==> config.mk <==
export PLATFORM = sky130hd
export DESIGN_NAME = rx_frame_filter
export DESIGN_NICKNAME = d
export VERILOG_FILES = /design/src/hdl/rx_dma_pkg.sv /design/src/hdl/rx_frame_filter.sv
export SDC_FILE = /design/constraint.sdc
export NUM_CORES = 1
export LEC_CHECK = 0
export BUFFER_PORTS_ARGS = -buffer_cell sky130_fd_sc_hd__clkbuf_2
export CAP_MARGIN = 10
export CORE_MARGIN = 5
export CORE_UTILIZATION = 30
export DETAILED_ROUTE_END_ITERATION = 10
export GPL_TIMING_DRIVEN = 1
export SLEW_MARGIN = 10
export SYNTH_ARGS = -nofsm -noshare
export SYNTH_HDL_FRONTEND = slang
export SYNTH_SLANG_ARGS = --single-unit
==> constraint.sdc <==
create_clock -name s2mm_clk -period 4.4 [get_ports s2mm_clk]
set_clock_uncertainty 0.05 [all_clocks]
set_input_delay 0 -clock s2mm_clk [delete_from_list [all_inputs] [get_ports s2mm_clk]]
set_output_delay 0 -clock s2mm_clk [all_outputs]
set_load 0.05 [all_outputs]
==> src/hdl/rx_dma_pkg.sv <==
// Beat, status and FIFO sizing definitions shared by the receive bridge; import where needed
`default_nettype none

package rx_dma_pkg;

   // Longest frame the bridge accepts, in 64-bit beats
   localparam int MAX_FRAME_BEATS = 32;

   // Crossing FIFOs, rx_clk to s2mm_clk
   localparam int DATA_FIFO_DEPTH = 512;
   localparam int INFO_FIFO_DEPTH = 256;

   // Output FIFOs, s2mm_clk only
   localparam int GOOD_FIFO_DEPTH = 512;
   localparam int CTRL_FIFO_DEPTH = 64;

   // A frame started below these levels always fits
   localparam int DATA_AFULL_LEVEL = DATA_FIFO_DEPTH - MAX_FRAME_BEATS;
   localparam int GOOD_AFULL_LEVEL = GOOD_FIFO_DEPTH - MAX_FRAME_BEATS;

   // One word per frame, small margin is enough
   localparam int INFO_AFULL_LEVEL = INFO_FIFO_DEPTH - 4;
   localparam int CTRL_AFULL_LEVEL = CTRL_FIFO_DEPTH - 4;

   // Data beat from the MAC, also the rxd output beat
   typedef struct packed {
      logic        last;
      logic [7:0]  keep;
      logic [63:0] data;
   } rx_beat_t;

   // Status beat on rxs
   typedef struct packed {
      logic        last;
      logic [3:0]  keep;
      logic [31:0] data;
   } sts_beat_t;

   // Payload of a status beat
   typedef struct packed {
      logic [15:0] seq;
      logic [15:0] len;
   } frame_status_t;

endpackage

`default_nettype wire

==> src/hdl/rx_frame_filter.sv <==
// Frame filter in s2mm_clk; drops bad frames and forwards good ones with a status beat
`timescale 1ns/1ps
`default_nettype none

module rx_frame_filter (
   input  wire logic                  s2mm_clk,
   input  wire logic                  rst,
   // Crossing FIFO heads
   input  wire rx_dma_pkg::rx_beat_t  data_fifo_rdata,
   input  wire logic                  data_fifo_empty,
   output logic                       data_fifo_rden,
   input  wire logic                  info_fifo_rdata,
   input  wire logic                  info_fifo_empty,
   output logic                       info_fifo_rden,
   // Output FIFO writes
   output rx_dma_pkg::rx_beat_t       good_fifo_wdata,
   output logic                       good_fifo_wren,
   input  wire logic                  good_fifo_afull,
   output rx_dma_pkg::sts_beat_t      ctrl_fifo_wdata,
   output logic                       ctrl_fifo_wren,
   input  wire logic                  ctrl_fifo_afull
);

   import rx_dma_pkg::*;

   typedef enum logic [1:0] {
      ST_IDLE,
      ST_PASS,
      ST_DISCARD
   } state_t;

   state_t        state;
   logic          start;
   logic          beat;
   logic          sts_pend;
   logic [15:0]   len;
   logic [15:0]   seq;
   frame_status_t status;

   // Room for a whole frame and its status beat
   assign start = (state == ST_IDLE) & ~info_fifo_empty & ~good_fifo_afull & ~ctrl_fifo_afull;
   assign info_fifo_rden = start;

   // One beat per cycle while data is there
   assign beat           = (state != ST_IDLE) & ~data_fifo_empty;
   assign data_fifo_rden = beat;

   // Only good frames reach rxd
   assign good_fifo_wdata = data_fifo_rdata;
   assign good_fifo_wren  = beat & (state == ST_PASS);

   // Status beat from the finished frame
   assign status.seq           = seq;
   assign status.len           = len;
   assign ctrl_fifo_wdata.last = 1'b1;
   assign ctrl_fifo_wdata.keep = 4'hf;
   assign ctrl_fifo_wdata.data = status;
   assign ctrl_fifo_wren       = sts_pend;

   always_ff @(posedge s2mm_clk) begin
      if (rst) begin
         state    <= ST_IDLE;
         sts_pend <= 1'b0;
         len      <= '0;
         seq      <= '0;
      end else begin
         sts_pend <= 1'b0;
         // Count delivered frames as the status goes out
         if (sts_pend) begin
            seq <= seq + 1'b1;
         end
         case (state)
            ST_IDLE: begin
               if (start) begin
                  len   <= '0;
                  state <= info_fifo_rdata ? ST_PASS : ST_DISCARD;
               end
            end
            ST_PASS: begin
               if (beat) begin
                  if (data_fifo_rdata.last) begin
                     // Partial last beat counts its keep bits
                     len      <= len + 16'($countones(data_fifo_rdata.keep));
                     sts_pend <= 1'b1;
                     state    <= ST_IDLE;
                  end else begin
                     len <= len + 16'd8;
                  end
               end
            end
            ST_DISCARD: begin
               // Bad frame, pop without writing
               if (beat && data_fifo_rdata.last) begin
                  state <= ST_IDLE;
               end
            end
            default: state <= ST_IDLE;
         endcase
      end
   end

endmodule

`default_nettype wire

==> metrics <==
largest fanout of any net on the critical path 5; number of flip-flops and latches in the synthesized netlist 35; post-detailed-placement half-perimeter wirelength a little over 4000 µm; total power after layout around 900 µW; I/O pins 194; TritonCTS Sinks 35; prevailing post-synth register cell dfxtp_1; number of hold violations in the final report 0; Worst Reg2Reg Path Length in Cells 10; share of the cycle needed by the critical path after routing between 70% and 80%; Area contributors post-synth dfxtp_1 28%, buf_4 23%, nor2_1 6.2%; count of TritonRoute iterations in the first routing pass 4; TritonCTS clock tree built; floorplan die height 102 µm; Remaining DRCs 0; global-route wire length before repair 9180 µm; critical path class reg -> reg; initial antenna violation count 0; setup-violating endpoint count in the final report 0; aggregate global routing overflow 0; max-slew violation count 0; power per unit of standard cell area 282 mW/mm²; cell accounting for the most synthesized area dfxtp_1; reg-to-reg slack, setup approximately 1.0 ns; aggregate routed wire length 6120 µm; Inserted Clock Buffers 5; share of layout cells above drive strength 1 21.5%; buffer depth of the longest clock path 2; worst skew pair latency 0.29 ns; count of cells resized by post-cts repair 0; top cell type's share of synthesized area 27.5%; Synth Warn # 0; Finished Core Util about two fifths; top achievable clock speed 297 MHz; area of the die 0.0104 mm²; average vias per placed instance 4.64; required time of the worst setup path 4.50 ns; hold crit path type in -> reg; routed vias ~2200; row count 33; transition at the pin with the smallest max-transition slack 0.742 ns; status finished, final reports clean; Critical Path Source Type flip-flop; number of maximum-capacitance violations 0; Syn Std Cell Area between 0.002 and 0.003 mm²; cell with the most instances after synthesis buf_4; input/output buffers 60; Avg Cell Area, Syn 8.24 µm²; average wire per standard cell 13.1 µm; summed negative setup slack over all endpoints 0 ns; static leakage 0.00135 µW; number of nets in the layout 454; hold_sp data_fifo_rdata[72]; Area growth syn-to-layout 23.6%; tightest slew margin relative to the limit 50.1%; VDD IR max 0.104 mV; distinct cell type count after synthesis 43; count of inserted antenna diode cells 0; Setup crit end kind flip-flop; post-CTS setup buffer count 0; maximum level of the CTS H-tree 2; final RePlAce weighted congestion approximately 0.84; clock period minus worst slack 3.37 ns; post-synthesis cell count roughly 310; worst-case setup slack after placement 0.723 ns; count of hold buffers inserted by post-cts repair 65; initial drt markers 52; proportion of synthesized flip-flops having asynchronous set or reset 0%; Post-synth EDFFs 0; final critical-path setup slack 1.03 ns; commonest cells in the netlist 79 x buf_4, 42 x nor2_1, 35 x dfxtp_1; initial standard-cell utilization of the core 30.8%; Worst Setup SP len[0]; fraction of the yosys area taken by sequential cells 27.5%; launch point of the worst reg-to-reg path len[0]; CTS Root Buffer Type clkbuf_8; largest net degree at the start of global routing 33; FILL cells 870; remaining antenna violation count after routing 0; destination of the critical timing path len[8]; vias in the first global route between 2000 and 2500; clock slew seen by the registers of the worst setup and hold paths 0.08 ns; setup repair after global routing missed its margin false; die extent in x 102 µm; endpoint of the worst register-to-register path len[8]; floorplan core area around 0.0083 mm²; overall fraction of global-route tracks in use 10.7%; data arrival time of the critical path ~3.5 ns
## kinds of logic after synthesis
family                     Yosys count  synth area share, %
DFF                                 35                 27.5
AOI/OAI and AO/OA                   26                 7.62
xor gates and xnor gates            20                 6.88
and+or+nand+nor                    112                 22.5
other                                1                0.147
adders and majority gates           13                 7.86
buffers and inverters               99                 26.3
muxes                                3                 1.18
## state kept, by name, indices dropped and copies added, names as in the netlist
signal and flops:
state 2, ctrl_fifo_wren 1, seq 16, len 16
## critical path: stages (launching register included)
cell and delay, ns:
dfxtp_1 0.35, inv_1 0.06, fa_1 0.51, fa_1 0.43
fa_1 0.41, fa_1 0.40, nor2b_1 0.21, nor3_1 0.15
or4_4 0.50, nand3_1 0.10, o31ai_1 0.07
## worst min-delay path by stage
stage	cells past startpoint	end
after global placement	0	good_fifo_wdata[21]
final	4	len[3]
after detailed placement	0	good_fifo_wdata[21]
after CTS	4	len[5]
after floorplan	1	good_fifo_wren
after global routing	4	len[5]
## cells in the final DEF (no fill, tap or decap), drive strengths merged, types with 3 or more instances in the layout
cell type    Yosys  final
a21oi            3      3
a31oi            5      5
and3             4      4
clkbuf           4     66
conb             1      5
dfxtp           35     35
dlygate4sd3      0     65
fa               5      5
ha               8      8
inv             15     15
mux2i            3      3
nand2           16     16
nand2b           3      3
nand3            9      9
nand4            5      5
nor2            42     42
nor2b            5      5
nor3             8      8
nor4             5      5
o21ai            4      4
o31ai            3      3
or2              3      3
xnor2           12     12
xor2             8      8
## power breakdown
part / switching, µW / internal, µW
Sequential: 2.37 / 318
Combinational: 194 / 72.3
Clock: 118 / 183
## metrics by stage
step / cells / hold slack, ns / area [µm²]
global route: 467 / 0.0879 / 3150
finish: 467 / 0.0832 / 3150
detailed placement: 394 / -0.0497 / 2380
floorplan: 313 / 0.0286 / 2560
CTS: 467 / 0.0677 / 3150
global placement: 394 / -0.0497 / 2380
## layout make-up
class	instances	area (µm²)	share of cell area [%]
inverters	15	56.3	1.79
well taps	105	131	4.17
clock buffers	6	82.6	2.62
multi-input cells	179	1190	37.8
flip-flops and latches	35	701	22.3
clock inverters	2	35.0	1.11
repair buffers	125	951	30.2
## layer usage
| layer | vias up | track usage [%] | part of all wire (%) |
|---|---|---|---|
| met4 | 0 | 3.33 | 1.1 |
| met2 | 121 | 18.7 | 52 |
| met1 | 990 | 13.0 | 37 |
| met3 | 10 | 2.59 | 9.6 |
| met5 | - | 0 | 0 |
| li1 | 1048 | - | - |
Note: power is estimated with default switching activity, not from simulation.
