===== config.mk =====
export PLATFORM = sky130hd
export DESIGN_NAME = rx_frame_writer
export DESIGN_NICKNAME = d
export VERILOG_FILES = /design/src/hdl/rx_dma_pkg.sv /design/src/hdl/rx_frame_writer.sv
export SDC_FILE = /design/constraint.sdc
export NUM_CORES = 1
export LEC_CHECK = 0
export ABC_AREA = 1
export BUFFER_PORTS_ARGS = -buffer_cell sky130_fd_sc_hd__buf_2
export CAP_MARGIN = 10
export CORE_MARGIN = 2
export CORE_UTILIZATION = 21
export DETAILED_ROUTE_END_ITERATION = 16
export PLACE_DENSITY = 0.78
export SLEW_MARGIN = 0
export SYNTH_ARGS = -nofsm -noshare
export SYNTH_HDL_FRONTEND = slang
export SYNTH_SLANG_ARGS = --single-unit

===== constraint.sdc =====
create_clock -name rx_clk -period 1.02 [get_ports rx_clk]
set_clock_uncertainty 0.2 [all_clocks]
set_input_delay 0.255 -clock rx_clk [delete_from_list [all_inputs] [get_ports rx_clk]]
set_output_delay 0.255 -clock rx_clk [all_outputs]
set_load 0.02 [all_outputs]

===== src/hdl/rx_dma_pkg.sv =====
// Beat, status and FIFO sizing definitions shared by the receive bridge; import where needed
`default_nettype none

package rx_dma_pkg;

   // Longest frame the bridge accepts, in 64-bit beats
   localparam int MAX_FRAME_BEATS = 32;

   // Crossing FIFOs, rx_clk to s2mm_clk
   localparam int DATA_FIFO_DEPTH = 512;
   localparam int INFO_FIFO_DEPTH = 256;

   // Output FIFOs, s2mm_clk only
   localparam int GOOD_FIFO_DEPTH = 512;
   localparam int CTRL_FIFO_DEPTH = 64;

   // A frame started below these levels always fits
   localparam int DATA_AFULL_LEVEL = DATA_FIFO_DEPTH - MAX_FRAME_BEATS;
   localparam int GOOD_AFULL_LEVEL = GOOD_FIFO_DEPTH - MAX_FRAME_BEATS;

   // One word per frame, small margin is enough
   localparam int INFO_AFULL_LEVEL = INFO_FIFO_DEPTH - 4;
   localparam int CTRL_AFULL_LEVEL = CTRL_FIFO_DEPTH - 4;

   // Data beat from the MAC, also the rxd output beat
   typedef struct packed {
      logic        last;
      logic [7:0]  keep;
      logic [63:0] data;
   } rx_beat_t;

   // Status beat on rxs
   typedef struct packed {
      logic        last;
      logic [3:0]  keep;
      logic [31:0] data;
   } sts_beat_t;

   // Payload of a status beat
   typedef struct packed {
      logic [15:0] seq;
      logic [15:0] len;
   } frame_status_t;

endpackage

`default_nettype wire


===== src/hdl/rx_frame_writer.sv =====
// MAC-side writer in rx_clk; pushes frames into the crossing FIFOs or drops whole frames
`timescale 1ns/1ps
`default_nettype none

module rx_frame_writer (
   input  wire logic                 rx_clk,
   input  wire logic                 rst,
   // MAC beats, no back-pressure
   input  wire rx_dma_pkg::rx_beat_t rx_beat,
   input  wire logic                 rx_valid,
   input  wire logic                 rx_good,
   // Crossing FIFO status
   input  wire logic                 data_fifo_afull,
   input  wire logic                 info_fifo_afull,
   // Crossing FIFO writes
   output rx_dma_pkg::rx_beat_t      data_fifo_wdata,
   output logic                      data_fifo_wren,
   output logic                      info_fifo_wdata,
   output logic                      info_fifo_wren,
   output logic                      rx_drop
);

   logic in_frame;
   logic dropping;
   logic first_beat;
   logic drop_now;

   // First beat is any valid beat outside a frame
   assign first_beat = rx_valid & ~in_frame;

   // Decide at the first beat, hold until the last
   assign drop_now = first_beat ? (data_fifo_afull | info_fifo_afull) : dropping;

   assign rx_drop         = first_beat & drop_now;
   assign data_fifo_wdata = rx_beat;
   assign data_fifo_wren  = rx_valid & ~drop_now;
   // One good flag per kept frame
   assign info_fifo_wdata = rx_good;
   assign info_fifo_wren  = rx_valid & rx_beat.last & ~drop_now;

   always_ff @(posedge rx_clk) begin
      if (rst) begin
         in_frame <= 1'b0;
         dropping <= 1'b0;
      end else if (rx_valid) begin
         // Single-beat frame never enters
         in_frame <= ~rx_beat.last;
         dropping <= drop_now;
      end
   end

endmodule

`default_nettype wire


==> summary.txt, run 1 <==
outcome: finished, violations left
failing checks: negative setup slack
initial antenna violation count: 0
Syn Inst Count: 93
Post-Syn Nets: 172
Pint: 0.284 mW
Critical Path RT: 0.56 ns
clk slew on worst S/H paths: 0.03 ns
global-route met2 utilization: 0.0492
Seq. cell area: 41.3 µm²
clock latency on the worst-skew pair: 0.22 ns
GR Util met3: 0.0789
final hold viol count: 0
max-cap violations: 0
LEAKAGE: 0.162 nW
Yosys cell types: 10
Final setup viols: 4
post-synth top area share: 0.822
top cells by area, synth: buf_4, dfxtp_1, inv_1
row cnt: 20
Starting Density: 0.221
DR pass1 iterations: 2
antenna diode count: 0
worst-path fanout max: 3
# fillers: 373
startpoint types: register
YS warnings: 0
Max-slew headroom: 0.889
number of routed nets with antenna violations: 0
maximum number of pins on one net before global-route repair: 4
CTS Sinks: 2
syn_area_per_cell: 7.27 µm²
H-tree levels: 1
multi-input logic area: 83.8 µm²
CORE AREA: 0.00305 mm²
utilization after layout: 0.115
Buffers on Ports: 9
overall die height: 60.7 µm
die area: 0.00369 mm²
fin crit period: 1.45 ns
met1 Usage GRT: 0.0281
Logic pwr share: 0.336
DR vias/cell: 3.43
first-pass GRT wire length: 1490 µm
gpl congestion: 0.581
Post-Syn Area: 676 µm²
GRT overflow: 0
DR WL/cell: 15.2 µm
Final HPWL DP: 982 µm
Total Power: 0.388 mW
Sw Share: 0.269
CP endpoint kind: output pin
Synth area leader: buf_4
vias in the first global route: 294
total CTS buffers: 3
Hold Path Class: in2reg
Slew Viols, Final: 0
Max Buffers Root-to-Sink: 2
FF+latch count, synth: 2
worst IR drop on VDD: 607 µV
P per Cell Area: 1100 mW/mm²
worst path arrival time: 1.00 ns
post-synthesis sequential area ratio: 0.0593
share of cells above drive strength 1: 0.763
Crit Path Category: reg2out
total negative slack: -1.49 ns
nets: 119
# IOs: 156
Vias: 281
Routed Wire Length: 1250 µm
area delta synth->final: -48.0%
DIE WIDTH: 60.7 µm
fmax: 0.689 GHz
# DRC: 0
period utilization: 1.42
Iter 0 DRT Violations: 1
Worst-Margin Slew: 0.166 ns
GRT busiest layer: met4
Reg power frac: 0.229
Psw: 0.105 mW
Final WS setup: -0.432 ns
clock root cell: clkbuf_4
RSZ-0062 raised after global routing: true
power share of the clock group: 0.436
GRT Util Overall: 0.0584
CTS tree: done
==> worst paths after layout <==
path                            slack (ns)                  start  cells past startpoint               endpoint
worst max-delay path                 -0.43  in_frame$_SDFFE_PP0P_                      6         data_fifo_wren
worst min-delay path                  0.01                    rst                      2  dropping$_SDFFE_PP0P_
worst max register to register       -0.30  in_frame$_SDFFE_PP0P_                      7  dropping$_SDFFE_PP0P_
worst min register to register        0.30  in_frame$_SDFFE_PP0P_                      2  in_frame$_SDFFE_PP0P_
==> routing by layer <==
metal | routed length [µm] | up-vias
met5 | 0 | -
met2 | 364 | 59
met1 | 210 | 90
li1 | - | 94
met4 | 264 | 0
met3 | 409 | 38
==> timing repair <==
item	4_1_cts	5_1_grt
resized for setup	8	1
endpoints found under the setup margin	4	4
hold buffers	0	0
setup buffers	3	1
pin swaps	3	1
==> area by class of cell <==
type	instances	area share
inverter	5	0.0605
clock buffer	3	0.0641
timing repair buffer	16	0.363
multi-input combinational	12	0.238
tap	44	0.157
sequential	2	0.117
==> worst max-delay path, cell delays in order (launching register included) <==
cell	delay, ns
dfxtp_2	0.32
inv_1	0.05
nand2_1	0.05
nand2_2	0.08
nand2_4	0.07
nor2_4	0.09
buf_6	0.12
==> cells by family after synthesis <==
group / synth area share
AOI/OAI and AO/OA: 0.0130
buffers and inverters: 0.850
DFF: 0.0593
and+or+nand+nor: 0.0778
==> power by group through the flow <==
| stage | combinational, mW | sequential (mW) | clock [mW] |
|---|---|---|---|
| after floorplan | 0.479 | 0.0892 | 0 |
| after detailed placement | 0.0999 | 0.0900 | 0 |
| after CTS | 0.129 | 0.0890 | 0.177 |
| after global routing | 0.141 | 0.0892 | 0.190 |
| final | 0.130 | 0.0888 | 0.169 |
| after global placement | 0.0996 | 0.0899 | 0 |
==> flip-flops by register name, summed over array words and instances (netlist names) <==
| name | cells |
|---|---|
| in_frame | 1 |
| dropping | 1 |
==> synth_stat cells, drive strengths merged <==
library cell and instances:
buf 74, nand2 6, a21oi 1, nor2 4, nor3b 1, dfxtp 2
inv 5
==> through the flow <==
step,cell area (µm²),hold WS (ns),std cells,setup WS [ns]
after detailed placement,277,0.239,76,-0.393
after CTS,348,0.00966,82,-0.453
final,352,0.0135,82,-0.432
after global placement,277,0.241,76,-0.399
after global routing,352,0.00922,82,-0.487
after floorplan,702,0.117,93,-0.152
==> cell usage in the layout (no fill, tap or decap) <==
master	instances
nor2_2	1
nor3b_1	1
nor2_1	1
buf_6	6
inv_1	3
dfxtp_2	1
clkbuf_4	3
inv_4	1
dfxtp_1	1
buf_4	4
buf_2	6
inv_2	1
nand2_4	1
nand2_1	3
nor2_4	2
a21oi_2	1
nand2_2	2
(Power assumes the default switching activity.)
==> inputs of run 2 (changes only) <==
Settings changed: ABC_AREA 1 to unset, CELL_PAD_IN_SITES_DETAIL_PLACEMENT set to 1, CELL_PAD_IN_SITES_GLOBAL_PLACEMENT set to 2, CORE_ASPECT_RATIO set to 1.75, CORE_UTILIZATION 21 to 10, PLACE_DENSITY 0.78 to unset, PLACE_DENSITY_LB_ADDON set to 0.1.
==> run 2 against run 1 <==
Compared with the run above:
- non-clock buffer count is 3 higher
- highest routed layer unchanged
- sequential power is 2% higher
- first-iteration DRC count grew to 7.0 times the previous value
- power is 110% higher
- setup slack worse by 0.17 ns
- die area is 100% higher
- the flow still finishes with violations (negative setup slack)
==> summary.txt, run 2 <==
H-tree levels: 1
number of routed nets with antenna violations: 0
Syn Inst Count: 89
# fillers: 758
DR WL/cell: 11.3 µm
Crit Path Category: reg2out
hold_buf cts: 0
syn_area_per_cell: 7.54 µm²
outcome: finished, violations left
multiplexer share of the synthesized area: 0
maximum number of pins on one net before global-route repair: 6
Yosys cell types: 12
Post-Syn Nets: 168
fmax: 0.615 GHz
first-pass GRT wire length: 1990 µm
Pint: 0.670 mW
Logic pwr share: 0.184
max-cap violations: 0
startpoint types: register
Final WS setup: -0.605 ns
total negative slack: -1.82 ns
Final HPWL DP: 1100 µm
Worst-Margin Slew: 0.223 ns
clk slew on worst S/H paths: 0.03 ns
Worst R2R Setup Slack: -0.16 ns
EDFF count, synth: 0
Compound-Gate Fraction of Synth Area: 0.0410
clock latency on the worst-skew pair: 0.22 ns
P per Cell Area: 1570 mW/mm²
area delta synth->final: -22.0%
share of cells above drive strength 1: 0.892
YS warnings: 0
top cells by area, synth: buf_4, dfxtp_1, a211oi_1
Synth Area in Adders: 0
Sw Share: 0.186
Synth area leader: buf_4
nets: 118
ys flop type: dfxtp_1
Critical Path RT: 0.56 ns
final hold viol count: 0
post-synthesis sequential area ratio: 0.0597
gpl congestion: 0.529
worst IR drop on VDD: 346 µV
CTS tree: done
CP endpoint kind: output pin
antenna diode count: 0
Synth async-reset ratio: 0
Reg power frac: 0.110
Synth top cells by count: buf_4, nor2_1, a211oi_1, dfxtp_1
CORE AREA: 0.00649 mm²
Post-Synth XOR/XNOR Area: 0
Final Instance Area: 523 µm²
vias in the first global route: 385
RSZ-0062 raised after global routing: true
die area: 0.00740 mm²
fraction of the mapped netlist area in simple logic gates: 0.0653
FF+latch count, synth: 2
total CTS buffers: 3
period utilization: 1.59
largest family of logic cells by synthesized area: buffers and inverters
DR pass1 iterations: 2
most common cell after layout, fill and taps aside: buf_4
clock root cell: clkbuf_16
Buffers on Ports: 9
post-synth top area share: 0.828
overall die height: 112 µm
power share of the clock group: 0.707
row cnt: 39
Max-slew headroom: 0.851
GRT overflow: 0
CTS Sinks: 2
Starting Density: 0.103
worst-path fanout max: 4
Vias: 306
Max Buffers Root-to-Sink: 2
# IOs: 156
Routed Wire Length: 1350 µm
dpl cell area: 355 µm²
count leader, synth: buf_4
DIE WIDTH: 65.9 µm
failing checks: negative setup slack
Psw: 0.153 mW
worst path arrival time: 1.17 ns
Slew Viols, Final: 0
GRT Util Overall: 0.0382
initial antenna violation count: 0
fin crit period: 1.62 ns
LEAKAGE: 0.198 nW
most frequent cells in the layout: buf_4, buf_6, buf_2
# DRC: 0
biggest regs: dropping x1, in_frame x1
Final setup viols: 5
Iter 0 DRT Violations: 7
Post-Syn Area: 671 µm²
Hold Path Class: in2reg
DR vias/cell: 2.57
## run 2: cell count changes in the layout (fill, tap and decap cells not counted), moves of 2 or more
cell / before / now
clkbuf_16: 0 / 3
nand2_1: 3 / 1
nand2_2: 2 / 0
clkbuf_4: 3 / 0
buf_2: 6 / 4
buf_4: 4 / 9
inv_1: 3 / 1
a211oi_2: 0 / 2
## run 2: metal layers
layer | track usage | wire, µm | vias to the layer above
met5 | 0 | 0 | -
met4 | 0.0597 | 168 | 0
met3 | 0.0321 | 239 | 32
met2 | 0.0566 | 655 | 42
met1 | 0.0190 | 284 | 135
li1 | - | - | 97
## run 2: critical path: stages, from the launching register on
cell and delay, ns:
dfxtp_2 0.32, or3_4 0.36, a21boi_4 0.14, buf_6 0.13
## run 2: final timing paths
| path | start | end | cells past startpoint |
|---|---|---|---|
| worst max-delay path | in_frame$_SDFFE_PP0P_ | data_fifo_wren | 3 |
| worst min-delay path | rst | dropping$_SDFFE_PP0P_ | 2 |
| worst max register to register | in_frame$_SDFFE_PP0P_ | dropping$_SDFFE_PP0P_ | 4 |
| worst min register to register | dropping$_SDFFE_PP0P_ | dropping$_SDFFE_PP0P_ | 2 |
## run 2: layout make-up
class	instances	area, µm²	area share
multi-input cells	12	145	0.278
well taps	82	103	0.196
repair buffers	19	155	0.297
clock buffers	3	75.1	0.144
flip-flops and latches	2	41.3	0.0789
inverters	1	3.75	0.00718
## run 2: power groups by stage
stage	registers [mW]	clock network [mW]	logic, mW
after floorplan	0.0901	0	0.474
after global placement	0.0919	0	0.112
after detailed placement	0.0920	0	0.110
after CTS	0.0904	0.591	0.153
after global routing	0.0915	0.597	0.164
final	0.0903	0.582	0.151
## run 2: stage by stage
step | util | total power [mW] | std cells | hold WS [ns] | worst slack (ns)
final | 0.0806 | 0.823 | 119 | 0.0469 | -0.605
after global routing | 0.0806 | 0.852 | 119 | 0.0588 | -0.638
after CTS | 0.0794 | 0.834 | 118 | 0.0536 | -0.616
after detailed placement | 0.0548 | 0.202 | 113 | 0.265 | -0.514
after global placement | 0.0548 | 0.204 | 113 | 0.278 | -0.500
after floorplan | - | 0.564 | 89 | 0.126 | -0.306
## run 2: logic make-up after synthesis
family	after synthesis
and+or+nand+nor	8
DFF	2
buffers and inverters	75
AOI/OAI and AO/OA	4
## run 2: what timing repair did
action / in CTS / in global routing
endpoints found under the setup margin: 5 / 6
gates cloned: 0 / 0
pin swaps: 1 / 0
setup buffers: 2 / 1
gates resized for setup: 16 / 0
hold endpoints to repair: 0 / 0
==> inputs of run 3 (changes only) <==
Settings changed: TNS_END_PERCENT set to 10.
Clock period 1.02 ns to 1.4 ns, I/O delays scaled along.
==> run 3 against run 2 <==
Compared with the run above:
- the run still ends with negative setup slack left
- sequential share of layout area increased by 1.5 points
- non-clock buffer count decreased by 3
- flip-flop and latch count unchanged
- global-route usage increased by 0.89 points
- routed wire length increased by 28%
- clock power decreased by 27%
- register-to-register slack improved by 0.31 ns
- largest power group unchanged
==> summary.txt, run 3 (same netlist as run 2, synthesis figures left out) <==
outcome: finished, violations left
failing checks: negative setup slack
pre-CTS WS: -0.302 ns
Total Power: 0.569 mW
GRT Util Overall: 0.0471
worst path arrival time: 1.17 ns
biggest regs: dropping x1, in_frame x1
CTS Sinks: 2
# IOs: 156
overall die height: 112 µm
antenna diode count: 0
CORE AREA: 0.00649 mm²
critical path, cell by cell: or3_4, a21boi_4, buf_6
DR pass1 iterations: 2
Buffers on Ports: 9
GRT overflow: 0
number of routed nets with antenna violations: 0
fin crit period: 1.72 ns
P per Cell Area: 1300 mW/mm²
DIE WIDTH: 65.9 µm
max-cap violations: 0
Placed Cells: 113
total negative slack: -0.859 ns
nets: 115
area delta synth->final: -34.7%
utilization after layout: 0.0675
Final setup viols: 3
fmax: 0.580 GHz
initial antenna violation count: 0
Iter 0 DRT Violations: 9
DR WL/cell: 14.9 µm
Crit Path Category: reg2out
Post-CTS Setup Repair Bufs: 0
share of cells above drive strength 1: 0.706
final cell count without fillers: 116
H-tree levels: 1
# DRC: 0
Worst-Margin Slew: 0.313 ns
CP top delay family: simple AND/OR/NAND/NOR gates
Final WS setup: -0.323 ns
Starting Density: 0.103
CTS tree: done
startpoint types: register
clk slew on worst S/H paths: 0.03 ns
Vias: 281
Critical Path RT: 0.85 ns
max incr delay on CP: 0.36 ns
Slew Viols, Final: 0
worst hold slack: 0.123 ns
DR vias/cell: 2.42
CP endpoint kind: output pin
WP buf/inv: 1
vias in the first global route: 376
Hold Path Class: in2reg
Max-slew headroom: 0.788
Routed Wire Length: 1730 µm
clock latency on the worst-skew pair: 0.22 ns
worst IR drop on VDD: 215 µV
maximum number of pins on one net before global-route repair: 6
Final Instance Area: 438 µm²
final hold viol count: 0
die area: 0.00740 mm²
period utilization: 1.23
LEAKAGE: 0.164 nW
worst-path fanout max: 4
gpl congestion: 0.551
clock root cell: clkbuf_16
Worst path slowest cell: or3_4
dpl cell area: 343 µm²
Final HPWL DP: 1460 µm
first-pass GRT wire length: 2350 µm
most common cell after layout, fill and taps aside: buf_4
Max Buffers Root-to-Sink: 2
RSZ-0062 raised after global routing: true
most frequent cells in the layout: buf_4, buf_2, nor2_1, clkbuf_16
row cnt: 39
total CTS buffers: 3
## run 3: what timing repair did
| item | CTS | global route |
|---|---|---|
| pin swaps | 1 | 1 |
| hold buffers | 0 | 0 |
| gates resized for setup | 7 | 0 |
| setup endpoints to repair | 3 | 3 |
| cloned | 0 | 0 |
## run 3: layer usage
layer / share of wire / vias up / routed length, µm / global-route usage
li1: - / 92 / - / -
met1: 0.12 / 85 / 200 / 0.0166
met2: 0.55 / 52 / 942 / 0.0862
met3: 0.16 / 52 / 271 / 0.0150
met4: 0.18 / 0 / 312 / 0.0889
met5: 0 / - / 0 / 0
## run 3: worst paths after layout
kind              cells after the start  slack, ns                  start                     to
setup / recovery                      3      -0.32  in_frame$_SDFFE_PP0P_         data_fifo_wren
hold / removal                        2       0.12                    rst  in_frame$_SDFFE_PP0P_
setup reg to reg                      4       0.15  in_frame$_SDFFE_PP0P_  dropping$_SDFFE_PP0P_
hold reg to reg                       2       0.30  in_frame$_SDFFE_PP0P_  in_frame$_SDFFE_PP0P_
## run 3: final cells by class
type,instances,area (µm²)
tap,82,103
sequential,2,41.3
timing repair buffer,16,113
multi-input combinational,12,103
inverter,1,3.75
fill,766,6050
clock buffer,3,75.1
## run 3: where the power goes
group | total, mW | switching, mW | internal [mW] | leakage, nW
sequential | 0.0666 | 0.00413 | 0.0625 | 0.0169
clock | 0.423 | 0.0600 | 0.363 | 0.0370
combinational | 0.0799 | 0.0358 | 0.0441 | 0.110
total | 0.569 | 0.0999 | 0.470 | 0.164
